## config.mk

```make
export PLATFORM = sky130hd
export DESIGN_NAME = apu_pulse_top
export DESIGN_NICKNAME = d
export VERILOG_FILES = /design/src/hdl/apu_pkg.sv /design/src/hdl/pulse_reg_if.sv /design/src/hdl/apu_pulse_top.sv /design/src/hdl/apu_reg_decode.sv /design/src/hdl/frame_seq.sv /design/src/hdl/pulse_chan.sv /design/src/hdl/pulse_mixer.sv
export SDC_FILE = /design/constraint.sdc
export NUM_CORES = 1
export LEC_CHECK = 0
export BUFFER_PORTS_ARGS = -buffer_cell sky130_fd_sc_hd__buf_2
export CAP_MARGIN = 0
export CORE_MARGIN = 2
export CORE_UTILIZATION = 45
export CTS_BUF_LIST = sky130_fd_sc_hd__clkbuf_4 sky130_fd_sc_hd__clkbuf_8
export CTS_CLUSTER_DIAMETER = 30
export CTS_CLUSTER_SIZE = 12
export DETAILED_ROUTE_END_ITERATION = 8
export GPL_TIMING_DRIVEN = 0
export PLACE_DENSITY_LB_ADDON = 0.08
export SLEW_MARGIN = 20
export SYNTH_ARGS = -nofsm -noshare
export SYNTH_HDL_FRONTEND = slang
export SYNTH_HIERARCHICAL = 1
export SYNTH_SLANG_ARGS = --single-unit
```

## constraint.sdc

```tcl
create_clock -name clk -period 10.3 [get_ports clk]
set_clock_uncertainty 0.2 [all_clocks]
set_input_delay 2.06 -clock clk [delete_from_list [all_inputs] [get_ports clk]]
set_output_delay 2.06 -clock clk [all_outputs]
set_load 0.03 [all_outputs]
```

## src/hdl/apu_pkg.sv

```systemverilog
// ----------------------------------------------------------------------
// Shared APU types, register map, frame step counts and lookup tables
// ----------------------------------------------------------------------
package apu_pkg;

  localparam int PERIOD_W = 11;                // Pulse timer period

  typedef logic [4:0]  apu_addr_t;
  typedef logic [7:0]  apu_data_t;
  typedef logic [3:0]  pulse_sample_t;
  typedef logic [15:0] mix_sample_t;
  typedef logic [15:0] frame_count_t;

  // ----------------------------------------------------------------------
  // Register map
  // ----------------------------------------------------------------------
  localparam apu_addr_t ADDR_SQ1_BASE = 5'h00;
  localparam apu_addr_t ADDR_SQ2_BASE = 5'h04;
  localparam apu_addr_t ADDR_STATUS   = 5'h15;  // Enable write, status read
  localparam apu_addr_t ADDR_FRAME    = 5'h17;

  // Frame sequencer step counts
  localparam frame_count_t FRAME_STEP1       = 16'd7457;
  localparam frame_count_t FRAME_STEP2       = 16'd14913;
  localparam frame_count_t FRAME_STEP3       = 16'd22371;
  localparam frame_count_t FRAME_STEP4       = 16'd29829;
  localparam frame_count_t FRAME_STEP5       = 16'd37281;
  localparam frame_count_t FRAME_RESET_COUNT = 16'd4;

  localparam logic [PERIOD_W-1:0] MIN_PERIOD = 11'd8;  // Shorter periods are silent

  // Length counter load values, indexed by data bits 7:3
  localparam apu_data_t LEN_TABLE [0:31] = '{
    8'd10,  8'd254, 8'd20,  8'd2,   8'd40,  8'd4,   8'd80,  8'd6,
    8'd160, 8'd8,   8'd60,  8'd10,  8'd14,  8'd12,  8'd26,  8'd14,
    8'd12,  8'd16,  8'd24,  8'd18,  8'd48,  8'd20,  8'd96,  8'd22,
    8'd192, 8'd24,  8'd72,  8'd26,  8'd16,  8'd28,  8'd32,  8'd30
  };

  // Nonlinear pulse mix, indexed by the sum of both pulse levels
  localparam mix_sample_t PULSE_MIX_TABLE [0:30] = '{
    16'd0,     16'd760,   16'd1503,  16'd2228,  16'd2936,  16'd3627,
    16'd4303,  16'd4963,  16'd5609,  16'd6240,  16'd6858,  16'd7462,
    16'd8053,  16'd8631,  16'd9198,  16'd9752,  16'd10296, 16'd10828,
    16'd11349, 16'd11860, 16'd12361, 16'd12852, 16'd13334, 16'd13807,
    16'd14270, 16'd14725, 16'd15171, 16'd15609, 16'd16039, 16'd16461,
    16'd16876
  };

endpackage

```

## src/hdl/pulse_reg_if.sv

```systemverilog
// ----------------------------------------------------------------------
// Register write path from the decoder to one pulse channel
// ----------------------------------------------------------------------
`timescale 1ns/100ps

interface pulse_reg_if;
  import apu_pkg::*;

  logic       write;     // One cycle strobe, qualified by ce
  logic [1:0] address;   // Register index within the group
  apu_data_t  data;
  apu_data_t  len_load;  // Length value already looked up

  modport decoder (
    output write,
    output address,
    output data,
    output len_load
  );

  modport channel (
    input write,
    input address,
    input data,
    input len_load
  );

endinterface

```

## src/hdl/apu_pulse_top.sv

```systemverilog
// ----------------------------------------------------------------------
// Pulse-only APU top: decode, two pulse channels, frame sequencer, mixer
// ----------------------------------------------------------------------
`timescale 1ns/100ps

module apu_pulse_top (
  input  logic                 clk,
  input  logic                 ce,
  input  logic                 reset,
  input  apu_pkg::apu_addr_t   address,
  input  apu_pkg::apu_data_t   data_in,
  output apu_pkg::apu_data_t   data_out,
  input  logic                 write_to_apu,
  input  logic                 read_from_apu,
  input  logic [1:0]           audio_channels,
  output apu_pkg::mix_sample_t audio_sample,
  output logic                 odd_or_even,
  output logic                 irq
);
  import apu_pkg::*;

  localparam int NUM_PULSE = 2;

  logic [NUM_PULSE-1:0] chan_enable;
  logic [NUM_PULSE-1:0] length_active;
  pulse_sample_t        samples [NUM_PULSE];
  logic                 frame_write;
  logic                 frame_mode;
  logic                 irq_inhibit;
  logic                 status_read_addr;
  logic                 status_read;
  logic                 quarter_clk;
  logic                 half_clk;
  logic                 frame_irq;

  pulse_reg_if sq_bus [NUM_PULSE] ();

  apu_reg_decode #(.NUM_PULSE(NUM_PULSE)) u_decode (
    .clk, .ce, .reset, .address, .data_in, .write_to_apu,
    .sq_bus           (sq_bus),
    .chan_enable      (chan_enable),
    .frame_write      (frame_write),
    .frame_mode       (frame_mode),
    .irq_inhibit      (irq_inhibit),
    .status_read_addr (status_read_addr)
  );

  // Channel 2 uses two's complement sweep negation
  for (genvar i = 0; i < NUM_PULSE; i++) begin : g_pulse
    pulse_chan #(.NEGATE_CARRY(i != 0)) u_pulse (
      .clk, .ce, .reset,
      .regs          (sq_bus[i]),
      .quarter_clk   (quarter_clk),
      .half_clk      (half_clk),
      .enabled       (chan_enable[i]),
      .sample        (samples[i]),
      .length_active (length_active[i])
    );
  end

  assign status_read = read_from_apu && status_read_addr;

  frame_seq u_frame (
    .clk, .ce, .reset, .frame_write, .frame_mode, .irq_inhibit,
    .status_read, .quarter_clk, .half_clk, .odd_or_even, .frame_irq
  );

  pulse_mixer #(.NUM_PULSE(NUM_PULSE)) u_mixer (
    .clk, .ce, .reset, .samples, .audio_channels, .audio_sample
  );

  assign data_out = {1'b0, frame_irq, 4'b0000, length_active};   // Status byte
  assign irq      = frame_irq;

endmodule

```

## src/hdl/apu_reg_decode.sv

```systemverilog
// ----------------------------------------------------------------------
// Register write decode, channel enable register, length table lookup
// ----------------------------------------------------------------------
`timescale 1ns/100ps

module apu_reg_decode #(
  parameter int NUM_PULSE = 2
) (
  input  logic                clk,
  input  logic                ce,
  input  logic                reset,
  input  apu_pkg::apu_addr_t  address,
  input  apu_pkg::apu_data_t  data_in,
  input  logic                write_to_apu,
  pulse_reg_if.decoder        sq_bus [NUM_PULSE],
  output logic [NUM_PULSE-1:0] chan_enable,
  output logic                frame_write,
  output logic                frame_mode,
  output logic                irq_inhibit,
  output logic                status_read_addr
);
  import apu_pkg::*;

  localparam int GROUP_STRIDE = int'(ADDR_SQ2_BASE) - int'(ADDR_SQ1_BASE);

  logic [NUM_PULSE-1:0] sq_write;
  apu_data_t            len_value;

  assign len_value = LEN_TABLE[data_in[7:3]];

  // Steer writes to the addressed pulse group
  for (genvar i = 0; i < NUM_PULSE; i++) begin : g_sq
    localparam apu_addr_t BASE = apu_addr_t'(int'(ADDR_SQ1_BASE) + i * GROUP_STRIDE);

    assign sq_write[i]         = write_to_apu && (address[4:2] == BASE[4:2]);
    assign sq_bus[i].write     = sq_write[i];
    assign sq_bus[i].address   = address[1:0];
    assign sq_bus[i].data      = data_in;
    assign sq_bus[i].len_load  = len_value;
  end

  // Frame register fields go straight to the sequencer
  assign frame_write      = write_to_apu && (address == ADDR_FRAME);
  assign frame_mode       = data_in[7];   // 1 selects the 5-step sequence
  assign irq_inhibit      = data_in[6];
  assign status_read_addr = (address == ADDR_STATUS);

  always_ff @(posedge clk) begin
    if (reset) begin
      chan_enable <= '0;
    end else if (ce) begin
      if (write_to_apu && address == ADDR_STATUS)
        chan_enable <= data_in[NUM_PULSE-1:0];
    end
  end

  // Groups do not overlap, so a write reaches at most one channel
  assert property (@(posedge clk) disable iff (reset) $onehot0(sq_write))
    else $error("more than one pulse channel strobed");

endmodule

```

## src/hdl/frame_seq.sv

```systemverilog
// ----------------------------------------------------------------------
// Frame sequencer: frame clocks, even/odd flag, frame interrupt
// ----------------------------------------------------------------------
`timescale 1ns/100ps

module frame_seq (
  input  logic clk,
  input  logic ce,
  input  logic reset,
  input  logic frame_write,
  input  logic frame_mode,
  input  logic irq_inhibit,
  input  logic status_read,
  output logic quarter_clk,
  output logic half_clk,
  output logic odd_or_even,
  output logic frame_irq
);
  import apu_pkg::*;

  frame_count_t cnt;
  logic         mode_q;          // 0 = 4-step, 1 = 5-step
  logic         inhibit_q;
  logic         write_pending;   // Frame write landed on an odd cycle

  logic step_q;
  logic step_h;
  logic at_wrap;
  logic apply_write;
  logic apply_mode;
  logic set_irq;
  logic clr_irq;

  // ----------------------------------------------------------------------
  // Step decode
  // ----------------------------------------------------------------------
  always_comb begin
    step_q  = 1'b0;
    step_h  = 1'b0;
    at_wrap = 1'b0;
    if (cnt == FRAME_STEP1 || cnt == FRAME_STEP3) begin
      step_q = 1'b1;
    end else if (cnt == FRAME_STEP2) begin
      step_q = 1'b1;
      step_h = 1'b1;
    end else if (cnt == FRAME_STEP4 && !mode_q) begin
      step_q  = 1'b1;
      step_h  = 1'b1;
      at_wrap = 1'b1;
    end else if (cnt == FRAME_STEP5) begin
      step_q  = 1'b1;
      step_h  = 1'b1;
      at_wrap = 1'b1;
    end
  end

  // Even cycle writes act now, odd ones one cycle later
  assign apply_write = (frame_write && !odd_or_even) || write_pending;
  assign apply_mode  = (frame_write && !odd_or_even) ? frame_mode : mode_q;

  assign set_irq = (cnt == FRAME_STEP4) && !mode_q && !inhibit_q;
  assign clr_irq = status_read || (frame_write && irq_inhibit);

  always_ff @(posedge clk) begin
    if (reset) begin
      cnt           <= FRAME_RESET_COUNT;
      mode_q        <= 1'b0;
      inhibit_q     <= 1'b0;
      write_pending <= 1'b0;
      quarter_clk   <= 1'b0;
      half_clk      <= 1'b0;
      odd_or_even   <= 1'b0;
      frame_irq     <= 1'b0;
    end else if (ce) begin
      odd_or_even   <= ~odd_or_even;
      cnt           <= at_wrap ? '0 : cnt + 16'd1;
      quarter_clk   <= step_q;
      half_clk      <= step_h;
      write_pending <= frame_write && odd_or_even;

      if (frame_write) begin
        mode_q    <= frame_mode;
        inhibit_q <= irq_inhibit;
      end

      if (apply_write) begin
        cnt <= '0;
        if (apply_mode) begin   // 5-step mode clocks everything at once
          quarter_clk <= 1'b1;
          half_clk    <= 1'b1;
        end
      end

      if (set_irq)
        frame_irq <= 1'b1;      // Setting wins over a same-cycle read
      else if (clr_irq)
        frame_irq <= 1'b0;
    end
  end

  assert property (@(posedge clk) disable iff (reset) half_clk |-> quarter_clk)
    else $error("half frame clock without quarter frame clock");

endmodule

```

## src/hdl/pulse_chan.sv

```systemverilog
// ----------------------------------------------------------------------
// Pulse channel: period timer, duty sequencer, envelope, sweep, length
// ----------------------------------------------------------------------
`timescale 1ns/100ps

module pulse_chan #(
  parameter bit NEGATE_CARRY = 1'b0   // Second channel adds one on negate
) (
  input  logic                    clk,
  input  logic                    ce,
  input  logic                    reset,
  pulse_reg_if.channel            regs,
  input  logic                    quarter_clk,
  input  logic                    half_clk,
  input  logic                    enabled,
  output apu_pkg::pulse_sample_t  sample,
  output logic                    length_active
);
  import apu_pkg::*;

  // Register fields
  logic [1:0]          duty;
  logic                env_loop;       // Also halts the length counter
  logic                const_vol;
  logic [3:0]          volume;
  logic                sweep_enable;
  logic [2:0]          sweep_period;
  logic                sweep_negate;
  logic [2:0]          sweep_shift;
  logic [PERIOD_W-1:0] period;

  // Running state
  logic [PERIOD_W:0]   timer_ctr;
  logic [2:0]          seq_pos;
  logic [7:0]          len_ctr;
  logic [3:0]          envelope;
  logic [3:0]          env_divider;
  logic                env_start;
  logic [2:0]          sweep_divider;
  logic                sweep_reload;

  // ----------------------------------------------------------------------
  // Sweep target and muting
  // ----------------------------------------------------------------------
  logic [PERIOD_W-1:0] shifted;
  logic [PERIOD_W-1:0] sweep_rhs;
  logic [PERIOD_W:0]   sweep_target;
  logic                valid_freq;
  logic                duty_on;

  assign shifted      = period >> sweep_shift;
  assign sweep_rhs    = sweep_negate ? (~shifted + PERIOD_W'(NEGATE_CARRY)) : shifted;
  assign sweep_target = {1'b0, period} + {1'b0, sweep_rhs};
  assign valid_freq   = (period >= MIN_PERIOD) && (sweep_negate || !sweep_target[PERIOD_W]);

  assign length_active = (len_ctr != 8'd0);

  always_ff @(posedge clk) begin
    if (reset) begin
      duty          <= '0;
      env_loop      <= 1'b0;
      const_vol     <= 1'b0;
      volume        <= '0;
      sweep_enable  <= 1'b0;
      sweep_period  <= '0;
      sweep_negate  <= 1'b0;
      sweep_shift   <= '0;
      period        <= '0;
      timer_ctr     <= '0;
      seq_pos       <= '0;
      len_ctr       <= '0;
      envelope      <= '0;
      env_divider   <= '0;
      env_start     <= 1'b0;
      sweep_divider <= '0;
      sweep_reload  <= 1'b0;
    end else if (ce) begin
      // Timer steps the sequencer backwards every two periods
      if (timer_ctr == '0) begin
        timer_ctr <= {period, 1'b0};
        seq_pos   <= seq_pos - 3'd1;
      end else begin
        timer_ctr <= timer_ctr - 1'b1;
      end

      if (regs.write) begin
        case (regs.address)
          2'd0: begin
            duty      <= regs.data[7:6];
            env_loop  <= regs.data[5];
            const_vol <= regs.data[4];
            volume    <= regs.data[3:0];
          end
          2'd1: begin
            sweep_enable <= regs.data[7];
            sweep_period <= regs.data[6:4];
            sweep_negate <= regs.data[3];
            sweep_shift  <= regs.data[2:0];
            sweep_reload <= 1'b1;
          end
          2'd2: period[7:0] <= regs.data;
          default: begin
            period[PERIOD_W-1:8] <= regs.data[2:0];
            len_ctr              <= regs.len_load;
            env_start            <= 1'b1;
            seq_pos              <= '0;   // Restart the duty cycle
          end
        endcase
      end

      if (half_clk) begin
        if (length_active && !env_loop)
          len_ctr <= len_ctr - 8'd1;
        if (sweep_reload || sweep_divider == '0)
          sweep_divider <= sweep_period;
        else
          sweep_divider <= sweep_divider - 3'd1;
        if (sweep_divider == '0 && sweep_enable && sweep_shift != '0 && valid_freq)
          period <= sweep_target[PERIOD_W-1:0];
        sweep_reload <= 1'b0;
      end

      if (quarter_clk) begin
        if (env_start) begin
          envelope    <= 4'd15;
          env_divider <= volume;
          env_start   <= 1'b0;
        end else if (env_divider == '0) begin
          env_divider <= volume;
          if (envelope != '0 || env_loop)
            envelope <= envelope - 4'd1;   // Wraps to 15 when looping
        end else begin
          env_divider <= env_divider - 4'd1;
        end
      end

      if (!enabled)
        len_ctr <= '0;
    end
  end

  always_comb begin
    case (duty)
      2'd0:    duty_on = (seq_pos == 3'd7);
      2'd1:    duty_on = (seq_pos >= 3'd6);
      2'd2:    duty_on = (seq_pos >= 3'd4);
      default: duty_on = (seq_pos < 3'd6);    // Inverted 25%
    endcase
    if (!length_active || !valid_freq || !duty_on)
      sample = '0;
    else
      sample = const_vol ? volume : envelope;
  end

  assert property (@(posedge clk) disable iff (reset) (sample != '0) |-> length_active)
    else $error("pulse sounds with an empty length counter");

endmodule

```

## src/hdl/pulse_mixer.sv

```systemverilog
// ----------------------------------------------------------------------
// Pulse channel muting and registered nonlinear mix lookup
// ----------------------------------------------------------------------
`timescale 1ns/100ps

module pulse_mixer #(
  parameter int NUM_PULSE = 2
) (
  input  logic                   clk,
  input  logic                   ce,
  input  logic                   reset,
  input  apu_pkg::pulse_sample_t samples [NUM_PULSE],
  input  logic [NUM_PULSE-1:0]   audio_channels,   // 1 lets a channel through
  output apu_pkg::mix_sample_t   audio_sample
);
  import apu_pkg::*;

  logic [4:0] mix_index;

  // Sum of the unmuted levels, at most 30
  always_comb begin
    mix_index = '0;
    for (int i = 0; i < NUM_PULSE; i++) begin
      if (audio_channels[i])
        mix_index = mix_index + 5'(samples[i]);
    end
  end

  always_ff @(posedge clk) begin
    if (reset) begin
      audio_sample <= '0;
    end else if (ce) begin
      audio_sample <= PULSE_MIX_TABLE[mix_index];
    end
  end

endmodule

```

==> flow_summary.yaml, run 1 <==
sta:
  fmax_ghz: 0.149
  hold_slack_ps: 258
  rsz0062_at_grt: "no"
  setup_violations: 0
  worst_pin_slew_ps: 914
  slew_violations: 0
  hold_viol: 0
  maxSlewHeadroom: 0.386
  layout_min_cycle_time_ps: 6710
  tns_ps: 0
  fin_crit_sh: 0.652
finish:
  nNetsFinal: 1818
  n_fill_cell: 2915
  antenna_cells: 0
  layout-drive-gt1-share: 0.127
  utilization: 0.494
  area_growth_pct: 8.71
power:
  leakage_nw: 5.15
  ir_drop_mv: 0.129
  power_density_nw_per_um2: 131
yosys:
  syn_avg_cell_area_um2: 7.74
  ys_ff_latch: 166
  ys_seq_area_frac: 0.257
  synth_flop_cell: "dfxtp_1"
  synth.distinct_cells: 115
  netlist_area_um2: 12900
  ys_warn_count: 6
  syn-instance-count: 1670
  async_flop_share: 0
  synth_edf_count: 0
route:
  wirelength_um: 38100
  ant_nets: 0
  vias: 12500
  drtPass1Iterations: 5
  drc: 0
  viasPerCell: 5.89
  drtIter0Drc: 1126
  wl_per_cell_um: 17.9
global_routing:
  grt_pass1_vias: 11700
  grt_pass1_wl_um: 61600
  overflow: 0
  antenna_found_initial: 0
  grt_use_total: 0.249
  grt_max_degree: 21
floorplan:
  coreArea_um2: 28500
  die_area_um2: 30100
  fp.dieH_um: 173
  die_w_um: 173
  start_util: 0.454
  ioPinCount: 46
  rows: 62
clocking:
  postCtsSetupBuffers: 0
  htreeDepth: 4
  cts_root_buf: "clkbuf_8"
  cts_num_sinks: 166
  clkLatencyLatePin_ps: 470
  cts-hold-fix-buffers: 0
  post_cts_resized: 0
  cts_tree: "yes"
  cts_buffer_depth: 2
  cts_made_buffers: 17
  cts.clk_slew.worst_paths_ps: 100
run_status:
  outcome: "finished, final reports clean"
job:
  drv_cap: 0
setup_path:
  arrival_ps: 6900
  crit_required_ps: 10490
  crit_type: "reg2reg"
  endpoint_kind: "flip-flop"
  critPathLaunchType: "flip-flop"
  cp_max_fo: 13
worst_hold_path:
  holdCritPathClass: "reg2reg"
placed_design:
  dp_hpwl_um: 28400
  port_buffers: 37
  place.gp.congestion: 0.902
through the flow:
step	total power [mW]	cell area (µm²)	setup slack, ps	cells
detailed placement	1.32	13600	3280	2096
global route	1.97	14100	2920	2128
floorplan	1.19	12900	4590	1675
CTS	1.86	14000	3250	2128
finish	1.85	14100	3590	2128
global placement	1.32	13600	3330	2096
synthesized netlist by cell type (17+ instances only):
| cell type | n | area [µm²] |
|---|---|---|
| nor3_1 | 55 | 275 |
| ha_1 | 65 | 813 |
| a31oi_1 | 19 | 119 |
| inv_1 | 77 | 289 |
| buf_2 | 22 | 110 |
| a211oi_1 | 28 | 210 |
| nand2_1 | 202 | 758 |
| nor2_1 | 163 | 612 |
| buf_4 | 46 | 345 |
| mux2i_1 | 55 | 551 |
| nand4_1 | 17 | 106 |
| clkbuf_1 | 53 | 199 |
| xnor2_1 | 23 | 201 |
| xor2_1 | 24 | 210 |
| a21oi_1 | 135 | 676 |
| nand3_1 | 39 | 195 |
| dfxtp_1 | 166 | 3320 |
| o21ai_0 | 65 | 325 |
cells by family (layout without fill, tap and decap cells):
kind of cell             count (synthesis)  after routing  share of synthesized area
AO/OA/AOI/OAI                          456            456                      0.245
XOR/XNOR                                48             48                     0.0331
adder cells (fa/ha/maj)                 67             67                     0.0660
buffers and inverters                  219            288                     0.0840
flip-flops                             166            166                      0.257
multiplexers                            82             82                     0.0724
other                                    3              8                   0.000871
AND/OR/NAND/NOR                        629            629                      0.241
placed cells by master (no fill, tap or decap), types with 55 or more instances in the layout:
| master | Yosys | routed |
|---|---|---|
| a21oi_1 | 135 | 135 |
| buf_2 | 22 | 59 |
| dfxtp_1 | 166 | 166 |
| ha_1 | 65 | 65 |
| inv_1 | 77 | 77 |
| mux2i_1 | 55 | 55 |
| nand2_1 | 202 | 202 |
| nor2_1 | 163 | 163 |
| nor3_1 | 55 | 55 |
| o21ai_0 | 65 | 65 |
area by class of cell:
type	instances	area (µm²)	share of cell area
Clock buffer	18	241	0.0172
Buffer	138	782	0.0556
Clock inverter	14	185	0.0132
Inverter	81	304	0.0216
Multi-Input combinational cell	1290	8550	0.609
Tap cell	384	480	0.0342
Timing Repair Buffer	37	185	0.0132
Sequential cell	166	3320	0.236
critical path: stages, from the launching register on:
cell,delay (ps)
dfxtp_1,320
clkbuf_1,330
clkbuf_1,470
mux2i_1,290
a21oi_1,120
o21ai_0,240
xnor2_1,100
ha_1,370
a21oi_1,200
o211ai_1,180
a211oi_2,370
nand3_1,260
nor2_1,350
nand2_1,180
xnor2_1,160
ha_1,280
nand2_1,60
o21ai_2,270
inv_1,340
ha_1,390
o31ai_1,260
a21oi_1,100
a2111oi_0,510
a21oi_1,80
a41oi_1,210
power by group:
part	switching [mW]	leakage (nW)	internal, mW
combinational	0.334	3.60	0.222
sequential	0.0635	1.34	0.699
clock	0.279	0.207	0.249
sequential cells by signal, indices dropped and copies added (netlist names), 4 cells and up:
register / cells
g_pulse.u_pulse/envelope: 8
g_pulse.u_pulse/sweep_divider: 6
g_pulse.u_pulse/sweep_shift: 6
u_mixer/audio_sample: 15
g_pulse.u_pulse/sweep_period: 6
g_pulse.u_pulse/len_ctr: 16
g_pulse.u_pulse/period: 22
g_pulse.u_pulse/duty: 4
g_pulse.u_pulse/seq_pos: 6
g_pulse.u_pulse/env_divider: 8
g_pulse.u_pulse/timer_ctr: 24
u_frame/cnt: 16
g_pulse.u_pulse/volume: 8
layer usage:
metal,track usage,vias to the layer above,routed length (µm),share of wire
li1,-,6208,-,-
met5,0,-,0,0
met4,0.0844,0,1050,0.028
met2,0.418,294,17900,0.47
met1,0.330,5969,17800,0.47
met3,0.0318,61,1410,0.037
worst paths after layout:
check | slack [ps] | depth (start not counted) | end | from
worst max-delay path | 3590 | 24 | u_mixer/audio_sample[0] | g_pulse[0].u_pulse/sweep_shift[1]
worst min-delay path | 260 | 2 | g_pulse[0].u_pulse/sweep_enable | g_pulse[0].u_pulse/sweep_enable
worst max register to register | 3590 | 24 | u_mixer/audio_sample[0] | g_pulse[0].u_pulse/sweep_shift[1]
worst min register to register | 260 | 2 | g_pulse[0].u_pulse/sweep_enable | g_pulse[0].u_pulse/sweep_enable
(Power assumes the default switching activity.)
==> run 2: changes to the inputs <==
Clock period 10.3 ns to 6.2 ns, I/O delays scaled along.
==> flow_summary.yaml, run 2 (synthesis results as in run 1) <==
route:
  ant_nets: 0
  vias: 12600
  wirelength_um: 38300
  wl_per_cell_um: 17.9
  viasPerCell: 5.89
  drtIter0Drc: 1085
  drtPass1Iterations: 5
  drc: 0
worst_hold_path:
  holdPathStages: 2
  worstHoldEndpoint: "g_pulse[0].u_pulse/sweep_enable"
  holdCritPathClass: "reg2reg"
  hold_path.startpoint: "g_pulse[0].u_pulse/sweep_enable"
global_routing:
  grt_use_total: 0.249
  antenna_found_initial: 0
  grt_pass1_vias: 11700
  grt_max_degree: 21
  grt_pass1_wl_um: 61700
  overflow: 0
setup_path:
  cp_max_fo: 9
  arrival_ps: 6010
  rr_endpoint: "u_mixer/audio_sample[3]"
  r2r_cells: 24
  critPathLaunchType: "flip-flop"
  crit_type: "reg2reg"
  r2r-start: "g_pulse[1].u_pulse/period[5]"
  crit_required_ps: 6330
  endpoint_kind: "flip-flop"
  rrSetupSlack_ps: 330
sta:
  fin_crit_sh: 0.947
  worst_pin_slew_ps: 957
  hold_slack_ps: 257
  setup_violations: 0
  maxSlewHeadroom: 0.357
  hold_viol: 0
  fin_ws_ps: 327
  layout_min_cycle_time_ps: 5870
  fmax_ghz: 0.170
  slew_violations: 0
  tns_ps: 0
finish:
  multi_input_area_um2: 8620
  n_fill_cell: 2898
  largest_register_ffs: 24
  top_regs: "g_pulse.u_pulse/timer_ctr x24, g_pulse.u_pulse/period x22"
  regMostFlops: "g_pulse.u_pulse/timer_ctr"
  layout.cells.non_filler: 2138
  design_area_um2: 14200
  layout-drive-gt1-share: 0.147
  antenna_cells: 0
  area_growth_pct: 10.2
  final_cell_mix: "nand2_1 (202), dfxtp_1 (162), nor2_1 (160)"
  final_common_cell: "nand2_1"
  final-seq-area_um2: 3330
  nNetsFinal: 1828
floorplan:
  fp.dieH_um: 173
  rows: 62
  start_util: 0.454
  die_area_um2: 30100
  ioPinCount: 46
  die_w_um: 173
  coreArea_um2: 28500
placed_design:
  port_buffers: 37
  dp_hpwl_um: 28400
  dpl_cell_area_um2: 13600
  place.gp.congestion: 0.902
  place_ws_ps: -815
  dp_cells: 2096
job:
  drv_cap: 0
clocking:
  clkLatencyLatePin_ps: 460
  cts_buffer_depth: 2
  htreeDepth: 4
  cts_root_buf: "clkbuf_8"
  cts_tree: "yes"
  cts.clk_slew.worst_paths_ps: 110
  cts_num_sinks: 166
  cts_made_buffers: 17
power:
  leakage_nw: 5.23
  power_density_nw_per_um2: 216
  ir_drop_mv: 0.215
run_status:
  outcome: "finished, final reports clean"
-- run 2: critical path, stage by stage (launching register included) --
cell and delay [ps]:
dfxtp_1 550, mux2i_4 150, mux4_2 540, ha_2 210
a21boi_2 150, nand4_1 180, nand2_1 90, xor2_1 170
ha_1 360, a211oi_2 230, o211ai_1 170, nand4_1 170
nand3_2 140, nor2_1 130, buf_4 160, xnor2_1 140
ha_2 230, and3b_1 170, mux2_1 310, o211a_1 250
buf_6 140, nand2_1 130, o21ai_0 110, a2111oi_1 540
a2111oi_2 90
-- run 2: worst max path at each step --
stage,start,to
6_report,g_pulse[1].u_pulse/period[5],u_mixer/audio_sample[3]
5_1_grt,g_pulse[1].u_pulse/sweep_shift[1],u_mixer/audio_sample[8]
4_1_cts,g_pulse[1].u_pulse/sweep_shift[1],u_mixer/audio_sample[0]
3_5_place_dp,g_pulse[0].u_pulse/sweep_shift[1],u_mixer/audio_sample[0]
3_3_place_gp,g_pulse[1].u_pulse/sweep_shift[1],u_mixer/audio_sample[0]
2_1_floorplan,g_pulse[1].u_pulse/sweep_shift[0],u_mixer/audio_sample[0]
-- run 2: area by class of cell --
cell class                 count  area share
clock inverter                14      0.0130
tap                          384      0.0337
buffer                       136      0.0548
sequential                   166       0.234
clock buffer                  18      0.0169
inverter                      81      0.0224
multi-input combinational   1290       0.605
timing repair buffer          49      0.0202
-- run 2: routing by layer --
layer,wire length (µm),GRT usage,up-vias
met5,0,0,-
met2,18000,0.419,318
met3,1520,0.0318,54
met1,17800,0.330,6000
met4,930,0.0826,0
li1,-,-,6217
-- run 2: repair_timing --
| action | 4_1_cts | 5_1_grt |
|---|---|---|
| resized for setup | 12 | 22 |
| hold buffers | 0 | 0 |
| endpoints found under the setup margin | 14 | 15 |
| pin swaps | 0 | 9 |
| setup buffers | 0 | 12 |
-- run 2: through the flow --
| stage | power, mW | utilization |
|---|---|---|
| 6_report | 3.07 | 0.500 |
| 4_1_cts | 3.09 | 0.494 |
| 3_3_place_gp | 2.19 | 0.478 |
| 3_5_place_dp | 2.20 | 0.478 |
| 2_1_floorplan | 1.98 | - |
| 5_1_grt | 3.27 | 0.500 |
-- run 2: power by group --
group	leakage, nW	total (mW)	internal, mW	switching [mW]
clock	0.207	0.880	0.414	0.465
combinational	3.68	0.927	0.370	0.557
sequential	1.35	1.27	1.16	0.106
==> run 3: changes to the inputs <==
Clock period 6.2 ns to 5.2 ns, I/O delays scaled along.
==> flow_summary.yaml, run 3 (synthesis results as in run 1) <==
job:
  drv_cap: 0
finish:
  regMostFlops: "g_pulse.u_pulse/timer_ctr"
  top_regs: "g_pulse.u_pulse/timer_ctr x24, g_pulse.u_pulse/period x22"
  design_area_um2: 14900
  layout-drive-gt1-share: 0.190
  n_fill_cell: 2823
  final_common_cell: "nand2_1"
  area_growth_pct: 15.1
  final_cell_mix: "nand2_1 (200), dfxtp_1 (158), nor2_1 (155)"
  nNetsFinal: 1851
  antenna_cells: 0
  largest_register_ffs: 24
placed_design:
  dp_hpwl_um: 28500
  port_buffers: 37
  place_ws_ps: -1100
  dpl_cell_area_um2: 13600
  place.gp.congestion: 0.916
clocking:
  cts_root_buf: "clkbuf_8"
  cts.clk_slew.worst_paths_ps: 100
  cts_num_sinks: 166
  cts-hold-fix-buffers: 0
  htreeDepth: 4
  cts_tree: "yes"
  clkLatencyLatePin_ps: 480
  cts_buffer_depth: 2
  cts_made_buffers: 17
route:
  wirelength_um: 39500
  wl_per_cell_um: 18.3
  viasPerCell: 5.94
  drtIter0Drc: 1172
  drc: 0
  ant_nets: 0
  drtPass1Iterations: 5
  vias: 12800
global_routing:
  overflow: 0
  grt_use_total: 0.256
  grt_pass1_vias: 11900
  grt_max_degree: 21
  antenna_found_initial: 0
  grt_pass1_wl_um: 63200
floorplan:
  fp.dieH_um: 173
  start_util: 0.454
  coreArea_um2: 28500
  die_area_um2: 30100
  rows: 62
  die_w_um: 173
  ioPinCount: 46
power:
  power_mw: 3.66
  power_density_nw_per_um2: 246
  ir_drop_mv: 0.306
  leakage_nw: 5.40
sta:
  layout_min_cycle_time_ps: 5450
  rsz0062_at_grt: "yes"
  slew_violations: 0
  fmax_ghz: 0.183
  tns_ps: -2290
  maxSlewHeadroom: 0.308
  hold_viol: 0
  fin_crit_sh: 1.05
  fin_ws_ps: -253
  worst_pin_slew_ps: 1020
  setup_violations: 14
setup_path:
  rrSetupSlack_ps: -250
  cp_max_fo: 6
  crit_type: "reg2reg"
  critPathLaunchType: "flip-flop"
  crit_slowest_cell: "dfxtp_4"
  r2r-start: "g_pulse[1].u_pulse/sweep_shift[1]"
  endpoint_kind: "flip-flop"
  crit_start: "g_pulse[1].u_pulse/sweep_shift[1]"
  arrival_ps: 5630
  slowest_delay_ps: 440
  crit_required_ps: 5370
worst_hold_path:
  holdCritPathClass: "reg2reg"
  hold_path.startpoint: "g_pulse[0].u_pulse/sweep_period[0]"
run_status:
  violations: "setup timing"
  outcome: "finished, violations left"
[run 3: changes by cell type in the layout (fill, tap and decap cells not counted), moves of 6 or more]
cell     delta
nor3_1      -7
mux2i_1     -6
ha_1        -6
buf_4      +20
[run 3: routing by layer]
layer  wire length [µm]  GRT usage  vias up
li1                   -          -     6275
met1              17700      0.337     6109
met2              19100      0.438      396
met3               1870     0.0316       55
met4                872     0.0823        0
met5                  0          0        -
[run 3: final timing paths]
check,end,cells after the start
setup reg to reg,u_mixer/audio_sample[6],26
setup / recovery,u_mixer/audio_sample[6],26
hold reg to reg,g_pulse[0].u_pulse/sweep_period[0],2
hold / removal,g_pulse[0].u_pulse/sweep_period[0],2
[run 3: worst max-delay path: cells and delay by family, from the launching register on]
kind / cells / cell delay, ps
compound gates: 8 / 1300
xor+xnor: 1 / 100
fa+ha+maj: 3 / 620
buf+inv: 5 / 780
flops: 1 / 440
mux: 3 / 970
simple gates: 6 / 950
[run 3: what timing repair did]
action | CTS | global route
setup buffers | 28 | 6
endpoints found under the hold margin | 0 | 0
setup endpoints to repair | 15 | 15
gates resized for setup | 75 | 47
cloned | 2 | 1
pin swaps | 34 | 23
[run 3: per-stage QoR]
stage          hold WS, ps  std cells   util
6_report               263       2160  0.523
5_1_grt                278       2160  0.523
4_1_cts                264       2154  0.513
3_5_place_dp           249       2096  0.479
3_3_place_gp           244       2096  0.479
2_1_floorplan          231       1675      -
[run 3: power by group]
part	internal (mW)	leakage, nW	switching, mW	total (mW)
logic	0.444	3.85	0.667	1.11
clock network	0.488	0.208	0.550	1.04
registers	1.38	1.35	0.125	1.51
[run 3: final cells by class]
class | instances | area (µm²) | share of cell area
buffer | 134 | 822 | 0.0553
clock buffer | 17 | 234 | 0.0157
clock inverter | 14 | 189 | 0.0127
inverter | 81 | 313 | 0.0210
multi-input combinational | 1290 | 8990 | 0.604
sequential | 166 | 3340 | 0.225
tap | 384 | 480 | 0.0323
timing repair buffer | 74 | 507 | 0.0341
